==> src/hw/board_defines.svh <==
`ifndef BOARD_DEFINES_SVH
`define BOARD_DEFINES_SVH

// ---------------------------------------------------------------------------
// Board clock and slow clock

`define CLK_MHZ        27
`define SLOW_CLK_HALF  16     // Short half period for simulation

// ---------------------------------------------------------------------------
// 800x480 LCD timing, in pixel clocks and lines

`define H_ACTIVE       800
`define H_FRONT        40
`define H_SYNC         48
`define H_BACK         40

`define V_ACTIVE       480
`define V_FRONT        13
`define V_SYNC         3
`define V_BACK         32

// ---------------------------------------------------------------------------
// Audio

`define BCLK_HALF      4      // clk cycles per half bclk period
`define TONE_HALF      3000   // clk cycles per half tone period
`define TONE_AMPL      16'h2000

`endif

==> src/hw/board_io_pkg.sv <==
`default_nettype none

package board_io_pkg;

    // Board buttons and switches, already inverted to active high
    typedef logic [4:0] key_t;
    typedef logic [4:0] sw_t;

    typedef logic [5:0] led_t;  // Active high inside the design

    // Two's complement PCM sample
    typedef logic signed [15:0] sample_t;

endpackage

`default_nettype wire

==> src/hw/display_pkg.sv <==
`default_nettype none

package display_pkg;

    // Pixel coordinates inside the 800x480 active area
    typedef logic [9:0] x_t;
    typedef logic [8:0] y_t;

    // RGB565 channels
    typedef logic [4:0] red_t;
    typedef logic [5:0] green_t;
    typedef logic [4:0] blue_t;

endpackage

`default_nettype wire

==> src/hw/slow_clk_gen.sv <==
`timescale 1ns/100ps
`default_nettype none

`include "board_defines.svh"

module slow_clk_gen
(
    input  logic clk,
    input  logic rst_n,
    output logic slow_clk
);

    localparam int cnt_w = (`SLOW_CLK_HALF > 1) ? $clog2(`SLOW_CLK_HALF) : 1;
    localparam logic [cnt_w - 1:0] cnt_last = cnt_w'(`SLOW_CLK_HALF - 1);

    logic [cnt_w - 1:0] cnt;

    // Toggle once per half period
    always_ff @(posedge clk or negedge rst_n)
    begin
        if (!rst_n)
        begin
            cnt      <= '0;
            slow_clk <= 1'b0;
        end
        else if (cnt == cnt_last)
        begin
            cnt      <= '0;
            slow_clk <= ~slow_clk;
        end
        else
        begin
            cnt <= cnt + 1'b1;
        end
    end

endmodule

`default_nettype wire

==> src/hw/lcd_timing.sv <==
`timescale 1ns/100ps
`default_nettype none

`include "board_defines.svh"

module lcd_timing
(
    input  logic              clk,
    input  logic              rst_n,
    output logic              lcd_de,
    output logic              lcd_hs,
    output logic              lcd_vs,
    output display_pkg::x_t   x,
    output display_pkg::y_t   y
);

    import display_pkg::*;

    localparam logic [9:0] h_total    = 10'(`H_ACTIVE + `H_FRONT + `H_SYNC + `H_BACK);
    localparam logic [9:0] v_total    = 10'(`V_ACTIVE + `V_FRONT + `V_SYNC + `V_BACK);
    localparam logic [9:0] h_active   = 10'(`H_ACTIVE);
    localparam logic [9:0] v_active   = 10'(`V_ACTIVE);
    localparam logic [9:0] hs_start   = 10'(`H_ACTIVE + `H_FRONT);
    localparam logic [9:0] hs_end     = 10'(`H_ACTIVE + `H_FRONT + `H_SYNC);
    localparam logic [9:0] vs_start   = 10'(`V_ACTIVE + `V_FRONT);
    localparam logic [9:0] vs_end     = 10'(`V_ACTIVE + `V_FRONT + `V_SYNC);

    logic [9:0] h_cnt;
    logic [9:0] v_cnt;
    logic       h_last;
    logic       v_last;
    logic       active;

    assign h_last = h_cnt == h_total - 10'd1;
    assign v_last = v_cnt == v_total - 10'd1;
    assign active = (h_cnt < h_active) && (v_cnt < v_active);

    // ---------------------------------------------------------------------------
    // Position counters, one line per h_total clocks

    always_ff @(posedge clk or negedge rst_n)
    begin
        if (!rst_n)
        begin
            h_cnt <= '0;
            v_cnt <= '0;
        end
        else
        begin
            h_cnt <= h_last ? '0 : h_cnt + 10'd1;

            if (h_last)
                v_cnt <= v_last ? '0 : v_cnt + 10'd1;
        end
    end

    // ---------------------------------------------------------------------------
    // Registered panel outputs, one clock behind the counters

    always_ff @(posedge clk or negedge rst_n)
    begin
        if (!rst_n)
        begin
            lcd_de <= 1'b0;
            lcd_hs <= 1'b1;             // Syncs idle high
            lcd_vs <= 1'b1;
            x      <= '0;
            y      <= '0;
        end
        else
        begin
            lcd_de <= active;
            lcd_hs <= !((h_cnt >= hs_start) && (h_cnt < hs_end));
            lcd_vs <= !((v_cnt >= vs_start) && (v_cnt < vs_end));
            x      <= active ? x_t'(h_cnt) : '0;
            y      <= active ? y_t'(v_cnt) : '0;
        end
    end

    a_coord_in_range : assert property (@(posedge clk) disable iff (!rst_n)
        lcd_de |-> (x < x_t'(`H_ACTIVE)) && (y < y_t'(`V_ACTIVE)));

endmodule

`default_nettype wire

==> src/hw/i2s_audio_out.sv <==
`timescale 1ns/100ps
`default_nettype none

`include "board_defines.svh"

module i2s_audio_out
#(
    parameter bit align_right         = 1'b0,
    parameter bit offset_by_one_cycle = 1'b0
)
(
    input  logic                  clk,
    input  logic                  rst_n,
    input  board_io_pkg::sample_t data_in,
    output logic                  bclk,
    output logic                  lrclk,
    output logic                  sdata
);

    import board_io_pkg::*;

    localparam int div_w = (`BCLK_HALF > 1) ? $clog2(`BCLK_HALF) : 1;
    localparam logic [div_w - 1:0] div_last = div_w'(`BCLK_HALF - 1);

    logic [div_w - 1:0] div_cnt;
    logic               div_end;
    logic               bclk_fall;
    logic [5:0]         bit_cnt;        // Position in the 64 bclk frame
    logic [5:0]         bit_next;
    logic               slot_start;
    sample_t            sample_q;
    sample_t            slot_sample;
    logic [31:0]        slot_word;
    logic [31:0]        shreg;

    assign div_end    = div_cnt == div_last;
    assign bclk_fall  = div_end & bclk;
    assign bit_next   = bit_cnt + 6'd1;
    assign slot_start = bit_next[4:0] == 5'd0;

    // Left slot takes the fresh sample, right slot repeats it
    assign slot_sample = bit_next[5] ? sample_q : data_in;

    // Placement of the 16 bits inside the 32 bit slot
    always_comb
    begin
        if (align_right)
            slot_word = {16'b0, slot_sample};           // PT8211 style
        else if (offset_by_one_cycle)
            slot_word = {1'b0, slot_sample, 15'b0};     // Philips I2S
        else
            slot_word = {slot_sample, 16'b0};
    end

    // ---------------------------------------------------------------------------
    // Bit clock

    always_ff @(posedge clk or negedge rst_n)
    begin
        if (!rst_n)
        begin
            div_cnt <= '0;
            bclk    <= 1'b0;
        end
        else if (div_end)
        begin
            div_cnt <= '0;
            bclk    <= ~bclk;
        end
        else
        begin
            div_cnt <= div_cnt + 1'b1;
        end
    end

    // ---------------------------------------------------------------------------
    // Slot counter and serializer, all moving on falling bclk

    always_ff @(posedge clk or negedge rst_n)
    begin
        if (!rst_n)
        begin
            bit_cnt  <= '0;
            shreg    <= '0;
            sample_q <= '0;
        end
        else if (bclk_fall)
        begin
            bit_cnt <= bit_next;

            if (slot_start)
                shreg <= slot_word;
            else
                shreg <= shreg << 1;

            if (slot_start && !bit_next[5])
                sample_q <= data_in;    // Held for the right slot
        end
    end

    assign lrclk = bit_cnt[5];          // Low for the left slot
    assign sdata = shreg[31];

    a_lrclk_on_fall : assert property (@(posedge clk) disable iff (!rst_n)
        $changed(lrclk) |-> $fell(bclk));

endmodule

`default_nettype wire

==> src/hw/lab_top.sv <==
`timescale 1ns/100ps
`default_nettype none

`include "board_defines.svh"

module lab_top
(
    input  logic                  clk,
    input  logic                  slow_clk,
    input  logic                  rst_n,
    input  board_io_pkg::key_t    key,
    input  board_io_pkg::sw_t     sw,
    output board_io_pkg::led_t    led,
    input  display_pkg::x_t       x,
    input  display_pkg::y_t       y,
    output display_pkg::red_t     red,
    output display_pkg::green_t   green,
    output display_pkg::blue_t    blue,
    output board_io_pkg::sample_t sound
);

    import board_io_pkg::*;
    import display_pkg::*;

    localparam int tone_w = $clog2(`TONE_HALF);
    localparam logic [tone_w - 1:0] tone_last = tone_w'(`TONE_HALF - 1);
    localparam sample_t ampl = sample_t'(`TONE_AMPL);

    logic                slow_q;
    logic                slow_rise;
    led_t                led_cnt;
    logic [tone_w - 1:0] tone_cnt;
    logic                tone_phase;

    // ---------------------------------------------------------------------------
    // Colour pattern

    assign red   = x[9:5];
    assign green = y[8:3];
    assign blue  = key[4] ? blue_t'(0) : blue_t'(sw);  // key 4 blanks blue

    // ---------------------------------------------------------------------------
    // LED tick counter

    // slow_clk comes from a flop on clk, so one stage is enough
    always_ff @(posedge clk or negedge rst_n)
    begin
        if (!rst_n)
            slow_q <= 1'b0;
        else
            slow_q <= slow_clk;
    end

    assign slow_rise = slow_clk & ~slow_q;

    always_ff @(posedge clk or negedge rst_n)
    begin
        if (!rst_n)
            led_cnt <= '0;
        else if (slow_rise && !key[0])      // key 0 freezes the count
            led_cnt <= led_cnt + 1'b1;
    end

    assign led = led_cnt;

    // ---------------------------------------------------------------------------
    // Square wave tone

    always_ff @(posedge clk or negedge rst_n)
    begin
        if (!rst_n)
        begin
            tone_cnt   <= '0;
            tone_phase <= 1'b0;
        end
        else if (tone_cnt == tone_last)
        begin
            tone_cnt   <= '0;
            tone_phase <= ~tone_phase;
        end
        else
        begin
            tone_cnt <= tone_cnt + 1'b1;
        end
    end

    always_ff @(posedge clk or negedge rst_n)
    begin
        if (!rst_n)
            sound <= '0;
        else if (key[1])
            sound <= tone_phase ? ampl : -ampl;
        else
            sound <= '0;                    // Silence
    end

endmodule

`default_nettype wire

==> src/hw/board_specific_top.sv <==
`timescale 1ns/100ps
`default_nettype none

module board_specific_top
(
    input  logic                clk,
    input  logic                rst_n,

    input  board_io_pkg::key_t  key_pins,     // Active low
    input  board_io_pkg::sw_t   sw_pins,      // Active low
    output board_io_pkg::led_t  led_pins,     // Active low

    output logic                lcd_de,
    output logic                lcd_hs,
    output logic                lcd_vs,
    output logic                lcd_clk,
    output logic                lcd_bl,
    output display_pkg::red_t   lcd_r,
    output display_pkg::green_t lcd_g,
    output display_pkg::blue_t  lcd_b,

    output logic                pa_en,
    output logic                hp_din,
    output logic                hp_ws,
    output logic                hp_bck
);

    import board_io_pkg::*;
    import display_pkg::*;

    key_t    key;
    sw_t     sw;
    led_t    led;
    x_t      x;
    y_t      y;
    sample_t sound;
    logic    slow_clk;

    // ---------------------------------------------------------------------------
    // Pin polarity and enables

    assign key      = ~key_pins;
    assign sw       = ~sw_pins;
    assign led_pins = ~led;

    assign lcd_clk  = clk;              // Pixel clock is the board clock
    assign lcd_bl   = rst_n;
    assign pa_en    = rst_n;            // Headphone amplifier on

    // ---------------------------------------------------------------------------

    slow_clk_gen i_slow_clk_gen
    (
        .clk      ( clk      ),
        .rst_n    ( rst_n    ),
        .slow_clk ( slow_clk )
    );

    lcd_timing i_lcd_timing
    (
        .clk    ( clk    ),
        .rst_n  ( rst_n  ),
        .lcd_de ( lcd_de ),
        .lcd_hs ( lcd_hs ),
        .lcd_vs ( lcd_vs ),
        .x      ( x      ),
        .y      ( y      )
    );

    lab_top i_lab_top
    (
        .clk      ( clk      ),
        .slow_clk ( slow_clk ),
        .rst_n    ( rst_n    ),
        .key      ( key      ),
        .sw       ( sw       ),
        .led      ( led      ),
        .x        ( x        ),
        .y        ( y        ),
        .red      ( lcd_r    ),
        .green    ( lcd_g    ),
        .blue     ( lcd_b    ),
        .sound    ( sound    )
    );

    // Onboard PT8211 wants LSB justified data
    i2s_audio_out
    #(
        .align_right         ( 1'b1 ),
        .offset_by_one_cycle ( 1'b0 )
    )
    i_audio_out
    (
        .clk     ( clk    ),
        .rst_n   ( rst_n  ),
        .data_in ( sound  ),
        .bclk    ( hp_bck ),
        .lrclk   ( hp_ws  ),
        .sdata   ( hp_din )
    );

endmodule

`default_nettype wire

==> config.mk <==
export PLATFORM = sky130hd
export DESIGN_NAME = board_specific_top
export DESIGN_NICKNAME = d
export VERILOG_FILES = /design/src/hw/board_io_pkg.sv /design/src/hw/display_pkg.sv /design/src/hw/slow_clk_gen.sv /design/src/hw/lcd_timing.sv /design/src/hw/i2s_audio_out.sv /design/src/hw/lab_top.sv /design/src/hw/board_specific_top.sv
export VERILOG_INCLUDE_DIRS = /design/src /design/src/hw
export SDC_FILE = /design/constraint.sdc
export NUM_CORES = 1
export LEC_CHECK = 0
export ABC_AREA = 1
export BUFFER_PORTS_ARGS = -buffer_cell sky130_fd_sc_hd__buf_2
export CAP_MARGIN = 25
export CORE_MARGIN = 8
export CORE_UTILIZATION = 25
export CTS_BUF_LIST = sky130_fd_sc_hd__clkbuf_8 sky130_fd_sc_hd__clkbuf_16
export CTS_CLUSTER_DIAMETER = 40
export CTS_CLUSTER_SIZE = 24
export DETAILED_ROUTE_END_ITERATION = 10
export PLACE_DENSITY = 0.41
export SETUP_SLACK_MARGIN = 0.1
export SLEW_MARGIN = 40
export SYNTH_ARGS = -nofsm -noshare
export SYNTH_HDL_FRONTEND = slang
export SYNTH_SLANG_ARGS = --single-unit
==> constraint.sdc <==
create_clock -name clk -period 3.5 [get_ports clk]
set_clock_uncertainty 0.2 [all_clocks]
set_input_delay 0.525 -clock clk [delete_from_list [all_inputs] [get_ports clk]]
set_output_delay 0.525 -clock clk [all_outputs]
set_load 0.02 [all_outputs]
* After elaboration in Yosys (flattened, before gate mapping)
Index checks and enable logic that the tools add are counted.
** Storage, ports and cells
- Register bits :: 140
- Bits of input ports :: 12
- Output and inout bits :: 31
- Word-level logic and storage cells :: 69
** Cells by class
- $add $sub $neg :: 7
- $lt $le $gt $ge :: 6
- Equality and inequality tests :: 5
- Mux-type cells :: 12
- Bitwise gates (word level) :: 9
- Reductions and logical operators :: 11
** Operator list (count)
- 2-to-1 mux 16 bit :: 3
- 2-to-1 mux 32 bit :: 1
- 2-to-1 mux 10 bit :: 3
- adder 10 x 1 -> 10 bit, second input constant :: 2
- == test 10 bit, second input constant :: 2
- < comparator 10 bit, second input constant :: 2
- < comparator 10 x 9 -> 1 bit, second input constant :: 2
- adder 12 x 1 -> 12 bit, second input constant :: 1
- adder 6 x 1 -> 6 bit, second input constant :: 2
- == test 12 bit, second input constant :: 1
- 2-to-1 mux 12 bit :: 1
- greater-or-equal comparator 10 bit, second input constant :: 1
- greater-or-equal comparator 10 x 9 -> 1 bit, second input constant :: 1
- NOT 5 bit :: 2
- 2-to-1 mux 9 bit :: 1
- NOT 6 bit :: 1
- logical AND 1 bit :: 5
- logical NOT 5 bit :: 1
- 2-to-1 mux 5 bit :: 1
- adder 4 x 1 -> 4 bit, second input constant :: 1
- == test 4 bit, second input constant :: 1
- logical NOT 1 bit :: 4
- 2-to-1 mux 4 bit :: 1
- NOT 1 bit :: 4
- other kinds (5) :: 6

* Depth between registers and ports, before layout
Gate-level depths: netlist of run 1.
- Depth in word-level cells :: 4
- Gate-level depth with buffers :: 11
- Gate-level depth less buffers :: 11

* Modules after synthesis
From an unflattened synthesis of run 1, not the netlist that was laid out.
** Second synthesis, totals
- Cells, all modules :: 786
- Area, all modules :: 6408.6 um2
** By module, submodules not included
- i2s_audio_out :: times used 1, cells an instance 363, area an instance 2807.7 um2, seq. area each 1426.4 um2
- lcd_timing :: times used 1, cells an instance 212, area an instance 1966.9 um2, seq. area each 1053.5 um2
- lab_top :: times used 1, cells an instance 171, area an instance 1343.8 um2, seq. area each 550.5 um2
- slow_clk_gen :: times used 1, cells an instance 21, area an instance 207.7 um2, seq. area each 125.1 um2
- board_specific_top :: times used 1, cells an instance 19, area an instance 82.6 um2, seq. area each 0.0 um2

==> metrics.cfg, run 1 <==
[outcome]
outcome=finished clean

[setup_path]
setup.worst_path.start=clk
worst-endpoint-required_ns=2.77
timing.rr.end=i_audio_out.shreg[14]$_DFFE_PN0P_
worstRegToRegCells=10
ff2ff_setup_slack_ns=1.49
critical_path_capture_point_type=output pin
worst-setup-path-type=clk2out
rr_startpoint=i_audio_out.bit_cnt[0]$_DFFE_PN0P_
start_kind=clock port
critical_path_peak_fanout=2
worstPathArrival_ns=2.15

[floorplanning]
floorplan.initialDensity_pct=25.5
num_rows=47
num_io_pins=43
die_x_um=146
die_area_um2=21300
die_y_um=146
coreArea_um2=16500

[cells_and_area]
antenna_cells_inserted=0
final_cell_mix=sky130_fd_sc_hd__nand2_1, sky130_fd_sc_hd__dfrtp_1, sky130_fd_sc_hd__inv_1
finish.instance_area_um2=5090
design.final.nets=545
layout_commonest_cell=sky130_fd_sc_hd__nand2_1
area_growth_syn_to_layout_pct=21.0
drive_gt1_share_pct=16.9

[min_path]
hold_path_depth=2
holdPathEnd=i_lab_top.sound[13]$_DFF_PN0_
min_path_type=in2reg
min_from=key_pins[1]

[timing]
grt_setup_unrepaired=false
final-hold-violation-count=0
setup_total_negative_slack_ns=0
timing.slew.headroom_pct=60.2
worstMarginPinSlew_ns=0.597
number_of_max_slew_violations_in_the_final_report=0
timing.final.setup_violations=0

[synth]
syn_area_um2=4210
yosys_register_bits=91
syn_avg_cell_area_um2=8.83
syn-num-nets=499
ys_warn_count=0
syn_inst=477
synth_cell_type_count=34
yosysSeqAreaShare_pct=54.1

[placed_design]
dp.final_hpwl_um=5820
buffer_ports.inserted=40
gp_congestion=0.789
dpl-instance-area_um2=4630

[clock_network]
cts_hold_buffers=1
clock_latency_ns=0.45
cts.reportedPaths.clkPinSlew_ns=0.06
post_cts.resized_instances=0
cts_post_setup_buffers_inserted=0
tritoncts=yes

[routing]
routed_via_density=4.15
drt_wl_total_um=8460
detail_route.wl_per_cell_um=11.3
drt-pass1-iter-count=4
drc=0
first_iter_violations=170
detailroute.via_count=3101
antenna_left=0

[global_route]
grt_pass1_vias=2972
grt_max_degree=48
global_route.usage.total_pct=8.56
grt_pass1_wl_um=14600
grt_antenna_before_repair=0
grt_remaining_overflow=0

[power_and_ir_drop]
powerDensity_nw_per_um2=494
clock_power_share_pct=55.9
peakVddDrop_mv=0.269
net-switching-power_mw=0.504
switching_share_pct=20.0
total_leakage_power_nw=2.50
power.combinational.fraction_pct=2.1
power.internal_mw=2.01
power.share.sequential_pct=42.1

[flow_run]
timing.max_cap.violations=0

## cell type report
| cell class | instances | area [um^2] |
|---|---|---|
| fill | 1732 | 11400 |
| clock inverter | 6 | 136 |
| sequential | 91 | 2280 |
| tap | 220 | 275 |
| clock buffer | 14 | 319 |
| multi-input combinational | 308 | 1610 |
| timing repair buffer | 42 | 223 |
| inverter | 67 | 253 |
## cells in the mapped netlist, drive strengths merged
cell type  count  area share (%)
nor3          16             2.8
a21oi          7            0.83
nor2          56             5.2
dfrtp         89              53
clkinv         2            0.21
clkbuf         2            0.18
buf            9             1.6
a31oi          1            0.15
ha            10             3.0
nand2        114              11
nor4           3            0.59
o21ai         37             4.5
inv           65             5.8
dfstp          2             1.2
xor2          15             3.1
xnor2          4            0.83
nand3         33             4.6
o211ai         1            0.18
nand4         11             1.8
## metal layers
metal | routed length (um) | vias to the layer above | track usage [%]
li1 | - | 1598 | -
met1 | 3970 | 1440 | 10.6
met2 | 3960 | 47 | 13.0
met3 | 308 | 16 | 2.15
met4 | 221 | 0 | 5.67
met5 | 0 | - | 0
## sequential cells by signal, indices dropped and copies added (netlist names), 2 cells and up
register              flops
i_slow_clk_gen.cnt        4
i_audio_out.sample_q      2
i_lcd_timing.h_cnt       10
i_audio_out.bit_cnt       6
i_lcd_timing.x            5
i_lab_top.sound           2
i_lcd_timing.y            6
i_lab_top.led             6
i_lcd_timing.v_cnt       10
i_audio_out.shreg        19
i_lab_top.tone_cnt       12
i_audio_out.div_cnt       2
## worst max-delay path by stage
stage                     endpoint  depth (start not counted)
after floorplan            lcd_clk                          1
after global placement     lcd_clk                          1
after detailed placement   lcd_clk                          1
after CTS                  lcd_clk                          3
after global routing       lcd_clk                          3
final                      lcd_clk                          3
## critical path: stages
cell	delay, ns
sky130_fd_sc_hd__clkbuf_16	0.12
sky130_fd_sc_hd__clkbuf_16	0.13
sky130_fd_sc_hd__buf_2	0.15
## logic make-up (layout without fill, tap and decap cells)
| kind of cell | after synthesis | in the layout | synth area share (%) |
|---|---|---|---|
| AND/OR/NAND/NOR | 233 | 233 | 25.5 |
| flip-flops | 91 | 91 | 54.1 |
| buffers and inverters | 78 | 129 | 7.78 |
| AO/OA/AOI/OAI | 46 | 46 | 5.64 |
| XOR/XNOR | 19 | 19 | 3.95 |
| adder cells (fa/ha/maj) | 10 | 10 | 2.97 |
## power by group through the flow
| stage | Clock [mW] | Sequential, mW | Combinational (mW) |
|---|---|---|---|
| floorplan | 0.0334 | 1.08 | 0.0191 |
| global placement | 0.0267 | 1.08 | 0.0542 |
| detailed placement | 0.0267 | 1.08 | 0.0546 |
| CTS | 1.45 | 1.06 | 0.0554 |
| global route | 1.50 | 1.06 | 0.0613 |
| finish | 1.41 | 1.06 | 0.0521 |
## metrics by stage
step / hold WS [ns] / power [mW] / cells / setup WS [ns] / utilization (%)
floorplan: 0.0294 / 1.13 / 477 / 0.891 / -
global placement: 0.212 / 1.16 / 728 / 0.890 / 28.0
detailed placement: 0.214 / 1.16 / 728 / 0.890 / 28.0
CTS: 0.00651 / 2.57 / 748 / 0.617 / 30.8
global route: 0.0274 / 2.62 / 748 / 0.617 / 30.8
finish: 0.0244 / 2.52 / 748 / 0.623 / 30.8
Power figures use the tool's default switching activity.
==> run 2, diff against run 1 <==
==> constraint.sdc (replaced) <==
create_clock -name clk -period 3 [get_ports clk]
set_clock_uncertainty 0.2 [all_clocks]
set_input_delay 0.45 -clock clk [delete_from_list [all_inputs] [get_ports clk]]
set_output_delay 0.45 -clock clk [all_outputs]
set_load 0.02 [all_outputs]
==> metrics.cfg, run 2 (synthesized netlist as in run 1, its figures left out) <==
[outcome]
outcome=finished clean

[clock_network]
post_cts.resized_instances=0
clock_latency_ns=0.45
cts.reportedPaths.clkPinSlew_ns=0.06
tritoncts=yes

[setup_path]
timing.critical_path.to=lcd_clk
worst-endpoint-required_ns=2.35
rr_startpoint=i_audio_out.bit_cnt[0]$_DFFE_PN0P_
timing.critical_path.slowest_stage_cell=sky130_fd_sc_hd__buf_2
timing.rr.end=i_audio_out.shreg[27]$_DFFE_PN0P_
path_cells=clkbuf_16 -> clkbuf_16 -> buf_2
cp_slowest_stage_delay_ns=0.15
worst-setup-path-type=clk2out
critical_path_capture_point_type=output pin
critical_path_peak_fanout=2
start_kind=clock port
worstRegToRegCells=8
setup.worst_path.start=clk
worstPathArrival_ns=1.90
worst_path_most_repeated_cell=sky130_fd_sc_hd__clkbuf_16
ff2ff_setup_slack_ns=0.88

[power_and_ir_drop]
peakVddDrop_mv=0.265
powerDensity_nw_per_um2=536
total_power_after_layout_mw=2.71
total_leakage_power_nw=2.50

[placed_design]
gp_congestion=0.769
buffer_ports.inserted=40
dp.final_hpwl_um=5930

[routing]
drt-pass1-iter-count=4
antenna_left=0
detail_route.wl_per_cell_um=11.3
drc=0
first_iter_violations=148
drt_wl_total_um=8460
routed_via_density=4.20
detailroute.via_count=3157

[global_route]
grt_pass1_vias=3126
grt_max_degree=48
grt_antenna_before_repair=0
global_route.usage.total_pct=8.50
grt_pass1_wl_um=14800
grt_remaining_overflow=0

[timing]
worstMarginPinSlew_ns=0.602
timing.slew.headroom_pct=59.9
setup_total_negative_slack_ns=0
fin_worst_hold_slack_ns=0.185
final-hold-violation-count=0
number_of_max_slew_violations_in_the_final_report=0
timing.final.setup_violations=0
grt_setup_unrepaired=false

[cells_and_area]
fin_util_pct=30.6
design.final.nets=548
flip_flop_count_of_the_largest_register_after_layout=19
area_growth_syn_to_layout_pct=19.9
final_layout_fill_cell_count=1745
largest-register=i_audio_out.shreg
layout_commonest_cell=sky130_fd_sc_hd__nand2_1
largest_registers=i_audio_out.shreg: 19 flops, i_lab_top.tone_cnt: 12 flops
antenna_cells_inserted=0
final_cell_mix=sky130_fd_sc_hd__nand2_1, sky130_fd_sc_hd__dfrtp_1, sky130_fd_sc_hd__inv_1
drive_gt1_share_pct=16.9

[floorplanning]
die_x_um=146
num_rows=47
die_area_um2=21300
floorplan.initialDensity_pct=25.5
num_io_pins=43
die_y_um=146
coreArea_um2=16500

[min_path]
min_path_type=in2reg

[flow_run]
timing.max_cap.violations=0

run 2: cell count changes in the layout (fill, tap and decap cells not counted):
cell	change
sky130_fd_sc_hd__clkinv_2	+4
sky130_fd_sc_hd__clkbuf_8	-1
sky130_fd_sc_hd__nor2_4	-1
sky130_fd_sc_hd__clkinv_4	-1
sky130_fd_sc_hd__inv_1	+1
sky130_fd_sc_hd__buf_4	+2
sky130_fd_sc_hd__bufinv_16	-2
sky130_fd_sc_hd__dlygate4sd3_1	+1
sky130_fd_sc_hd__clkinvlp_4	-1
sky130_fd_sc_hd__nor2_2	+1
run 2: worst min path at each step:
stage,startpoint,to,slack (ns),cells after the start
after floorplan,rst_n,i_audio_out.bclk$_DFFE_PN0P_,-0.05,0
after global placement,i_audio_out.div_cnt[0]$_DFF_PN0_,i_audio_out.div_cnt[0]$_DFF_PN0_,0.21,1
after detailed placement,i_slow_clk_gen.slow_clk$_DFFE_PN0N_,i_lab_top.slow_q$_DFF_PN0_,0.22,0
after CTS,key_pins[0],i_lab_top.led[1]$_DFFE_PN0P_,0.17,5
after global routing,key_pins[0],i_lab_top.led[0]$_DFFE_PN0P_,0.21,4
final,key_pins[0],i_lab_top.led[1]$_DFFE_PN0P_,0.19,5
run 2: layer usage:
metal  track usage (%)  part of all wire, %
met1              10.0                   48
met3              2.05                  3.5
met4              5.67                  2.4
met5                 0                    0
met2              13.5                   46
run 2: metrics by stage:
stage               setup WS [ns]  std cells  cell area [um^2]
finish                      0.453        751              5050
global route                0.447        751              5050
CTS                         0.448        751              5050
detailed placement          0.715        730              4640
global placement            0.715        730              4640
floorplan                   0.716        477              4210
run 2: timing repair:
item	in CTS	in global routing
hold buffers	2	0
endpoints found under the hold margin	91	0
setup buffers	0	0
run 2: area by class of cell:
type                    instances  area, um^2  area share, %
clock buffers                  13         305           6.05
clock inverters                 7        83.8           1.66
inverters                      67         253           5.01
multi-input cells             308        1600           31.8
flip-flops and latches         91        2280           45.2
well taps                     220         275           5.45
repair buffers                 45         248           4.91
run 2: worst max-delay path: cells and delay by family:
family	cells	cell delay, ns
buffers and inverters	3	0.40
run 2: power by group:
| part | leakage [nW] | switching [mW] | internal [mW] | total, mW |
|---|---|---|---|---|
| clock | 0.201 | 0.508 | 0.900 | 1.41 |
| sequential | 1.18 | 0.00403 | 1.23 | 1.24 |
| combinational | 1.12 | 0.0456 | 0.0179 | 0.0635 |
| total | 2.50 | 0.557 | 2.15 | 2.71 |
==> run 3, diff against run 2 <==
--- a/config.mk
+++ b/config.mk
@@ -15,7 +15,7 @@
 export CTS_CLUSTER_DIAMETER = 40
 export CTS_CLUSTER_SIZE = 24
 export DETAILED_ROUTE_END_ITERATION = 10
-export PLACE_DENSITY = 0.41
+export PLACE_DENSITY = 0.43
 export SETUP_SLACK_MARGIN = 0.1
 export SLEW_MARGIN = 40
 export SYNTH_ARGS = -nofsm -noshare
==> constraint.sdc (replaced) <==
create_clock -name clk -period 2.2 [get_ports clk]
set_clock_uncertainty 0.2 [all_clocks]
set_input_delay 0.33 -clock clk [delete_from_list [all_inputs] [get_ports clk]]
set_output_delay 0.33 -clock clk [all_outputs]
set_load 0.02 [all_outputs]
==> metrics.cfg, run 3 (synthesized netlist as in run 1, its figures left out) <==
[power_and_ir_drop]
total_power_after_layout_mw=3.74
peakVddDrop_mv=0.322
powerDensity_nw_per_um2=738
total_leakage_power_nw=2.51

[placed_design]
gp_congestion=0.785
dp_slack_ns=0.226
placed_cells_incl_taps=729
buffer_ports.inserted=40
dpl-instance-area_um2=4650
dp.final_hpwl_um=5720

[floorplanning]
coreArea_um2=16500
floorplan.initialDensity_pct=25.5
num_rows=47
die_x_um=146
die_area_um2=21300
num_io_pins=43
die_y_um=146

[cells_and_area]
area_of_combinational_cells_with_multiple_inputs_um2=1610
area_growth_syn_to_layout_pct=20.4
antenna_cells_inserted=0
fin_util_pct=30.7
drive_gt1_share_pct=16.6
finish.instance_area_um2=5070
flip_flop_count_of_the_largest_register_after_layout=19
design.final.nets=547
final_layout_fill_cell_count=1734
post_layout_nonfiller_instances=750
largest-register=i_audio_out.shreg
regArea_um2=2280
final_cell_mix=sky130_fd_sc_hd__nand2_1, sky130_fd_sc_hd__dfrtp_1, sky130_fd_sc_hd__inv_1
largest_registers=i_audio_out.shreg: 19 flops, i_lab_top.tone_cnt: 12 flops
layout_commonest_cell=sky130_fd_sc_hd__nand2_1

[routing]
drt-pass1-iter-count=4
antenna_left=0
drc=0
first_iter_violations=197
drt_wl_total_um=8430
routed_via_density=4.15
detailroute.via_count=3115
detail_route.wl_per_cell_um=11.2

[global_route]
grt_use_met2_pct=12.9
grt_pass1_vias=3111
grt_antenna_before_repair=0
grt_pass1_wl_um=14700
gr-usage-met3_pct=2.67
global_route.usage.met1_pct=10.3
grt_max_degree=92
gr-max-usage-layer=met2
global_route.usage.total_pct=8.55
grt_remaining_overflow=0

[setup_path]
cp_slowest_stage_delay_ns=0.15
worst_path_most_repeated_cell=sky130_fd_sc_hd__clkbuf_16
critical_path_capture_point_type=output pin
timing.critical_path.slowest_stage_cell=sky130_fd_sc_hd__buf_2
worst-endpoint-required_ns=1.67
ff2ff_setup_slack_ns=0.30
worstPathArrival_ns=1.49
path_cells=clkbuf_16 -> clkbuf_16 -> buf_2
worst-setup-path-type=clk2out
start_kind=clock port
crit_buf_inv=3
cpLargestDelayFamily=buffers and inverters
critical_path_peak_fanout=2

[clock_network]
cts_post_setup_buffers_inserted=0
tritoncts=yes
clock_latency_ns=0.45
cts.reportedPaths.clkPinSlew_ns=0.07

[timing]
timing.slew.headroom_pct=62.3
number_of_max_slew_violations_in_the_final_report=0
final-hold-violation-count=0
setup_total_negative_slack_ns=0
grt_setup_unrepaired=false
timing.final.setup_violations=0
fin_worst_hold_slack_ns=0.0577
setup_slack_of_the_critical_path_after_layout_ns=0.176
worstMarginPinSlew_ns=0.560

[min_path]
min_path_type=in2reg

[flow_run]
timing.max_cap.violations=0

[outcome]
outcome=finished clean

==> run 3: cell types whose count changed in the layout (fill, tap and decap cells not counted), sizes merged <==
cell,before,now
buf,44,43
clkbuf,12,13
clkinv,6,3
inv,66,68
==> run 3: tightest hold or removal path: cells and delay by family <==
family | cells | cell delay [ns]
AOI/OAI and AO/OA | 1 | 0.06
and+or+nand+nor | 3 | 0.17
buffers and inverters | 1 | 0.10
==> run 3: area by class of cell <==
class	count	share of cell area, %
sequential	91	45.0
multi-input combinational	308	31.7
clock buffer	14	6.29
tap	220	5.43
timing repair buffer	44	4.99
inverter	67	4.99
clock inverter	6	1.60
==> run 3: path summary, 6_finish.rpt <==
kind                                                startpoint                                 to  cells after the start
max in group asynchronous                                rst_n  i_audio_out.shreg[15]$_DFFE_PN0P_                      3
max                                                        clk                            lcd_clk                      3
max reg2reg                 i_audio_out.bit_cnt[0]$_DFFE_PN0P_  i_audio_out.shreg[20]$_DFFE_PN0P_                      8
min reg2reg                i_slow_clk_gen.slow_clk$_DFFE_PN0N_         i_lab_top.slow_q$_DFF_PN0_                      0
min                                                key_pins[0]       i_lab_top.led[1]$_DFFE_PN0P_                      5
min in group asynchronous                                rst_n       i_lab_top.led[5]$_DFFE_PN0P_                      3
==> run 3: routing by layer <==
layer  routed length, um  vias up
li1                    -     1599
met1                4170     1466
met2                3770       35
met3                 302       15
met4                 184        0
met5                   0        -
==> run 3: power breakdown <==
| group | switching, mW | total [mW] | leakage, nW | internal, mW |
|---|---|---|---|---|
| Clock | 0.705 | 1.97 | 0.206 | 1.26 |
| Sequential | 0.00533 | 1.68 | 1.18 | 1.68 |
| Combinational | 0.0623 | 0.0880 | 1.12 | 0.0257 |
| Total | 0.772 | 3.74 | 2.51 | 2.97 |
==> run 3: repair_timing <==
action                     CTS  global route
gates resized for setup      0             1
setup endpoints to repair    0            16
hold buffers                 2             0
hold endpoints to repair    91             0
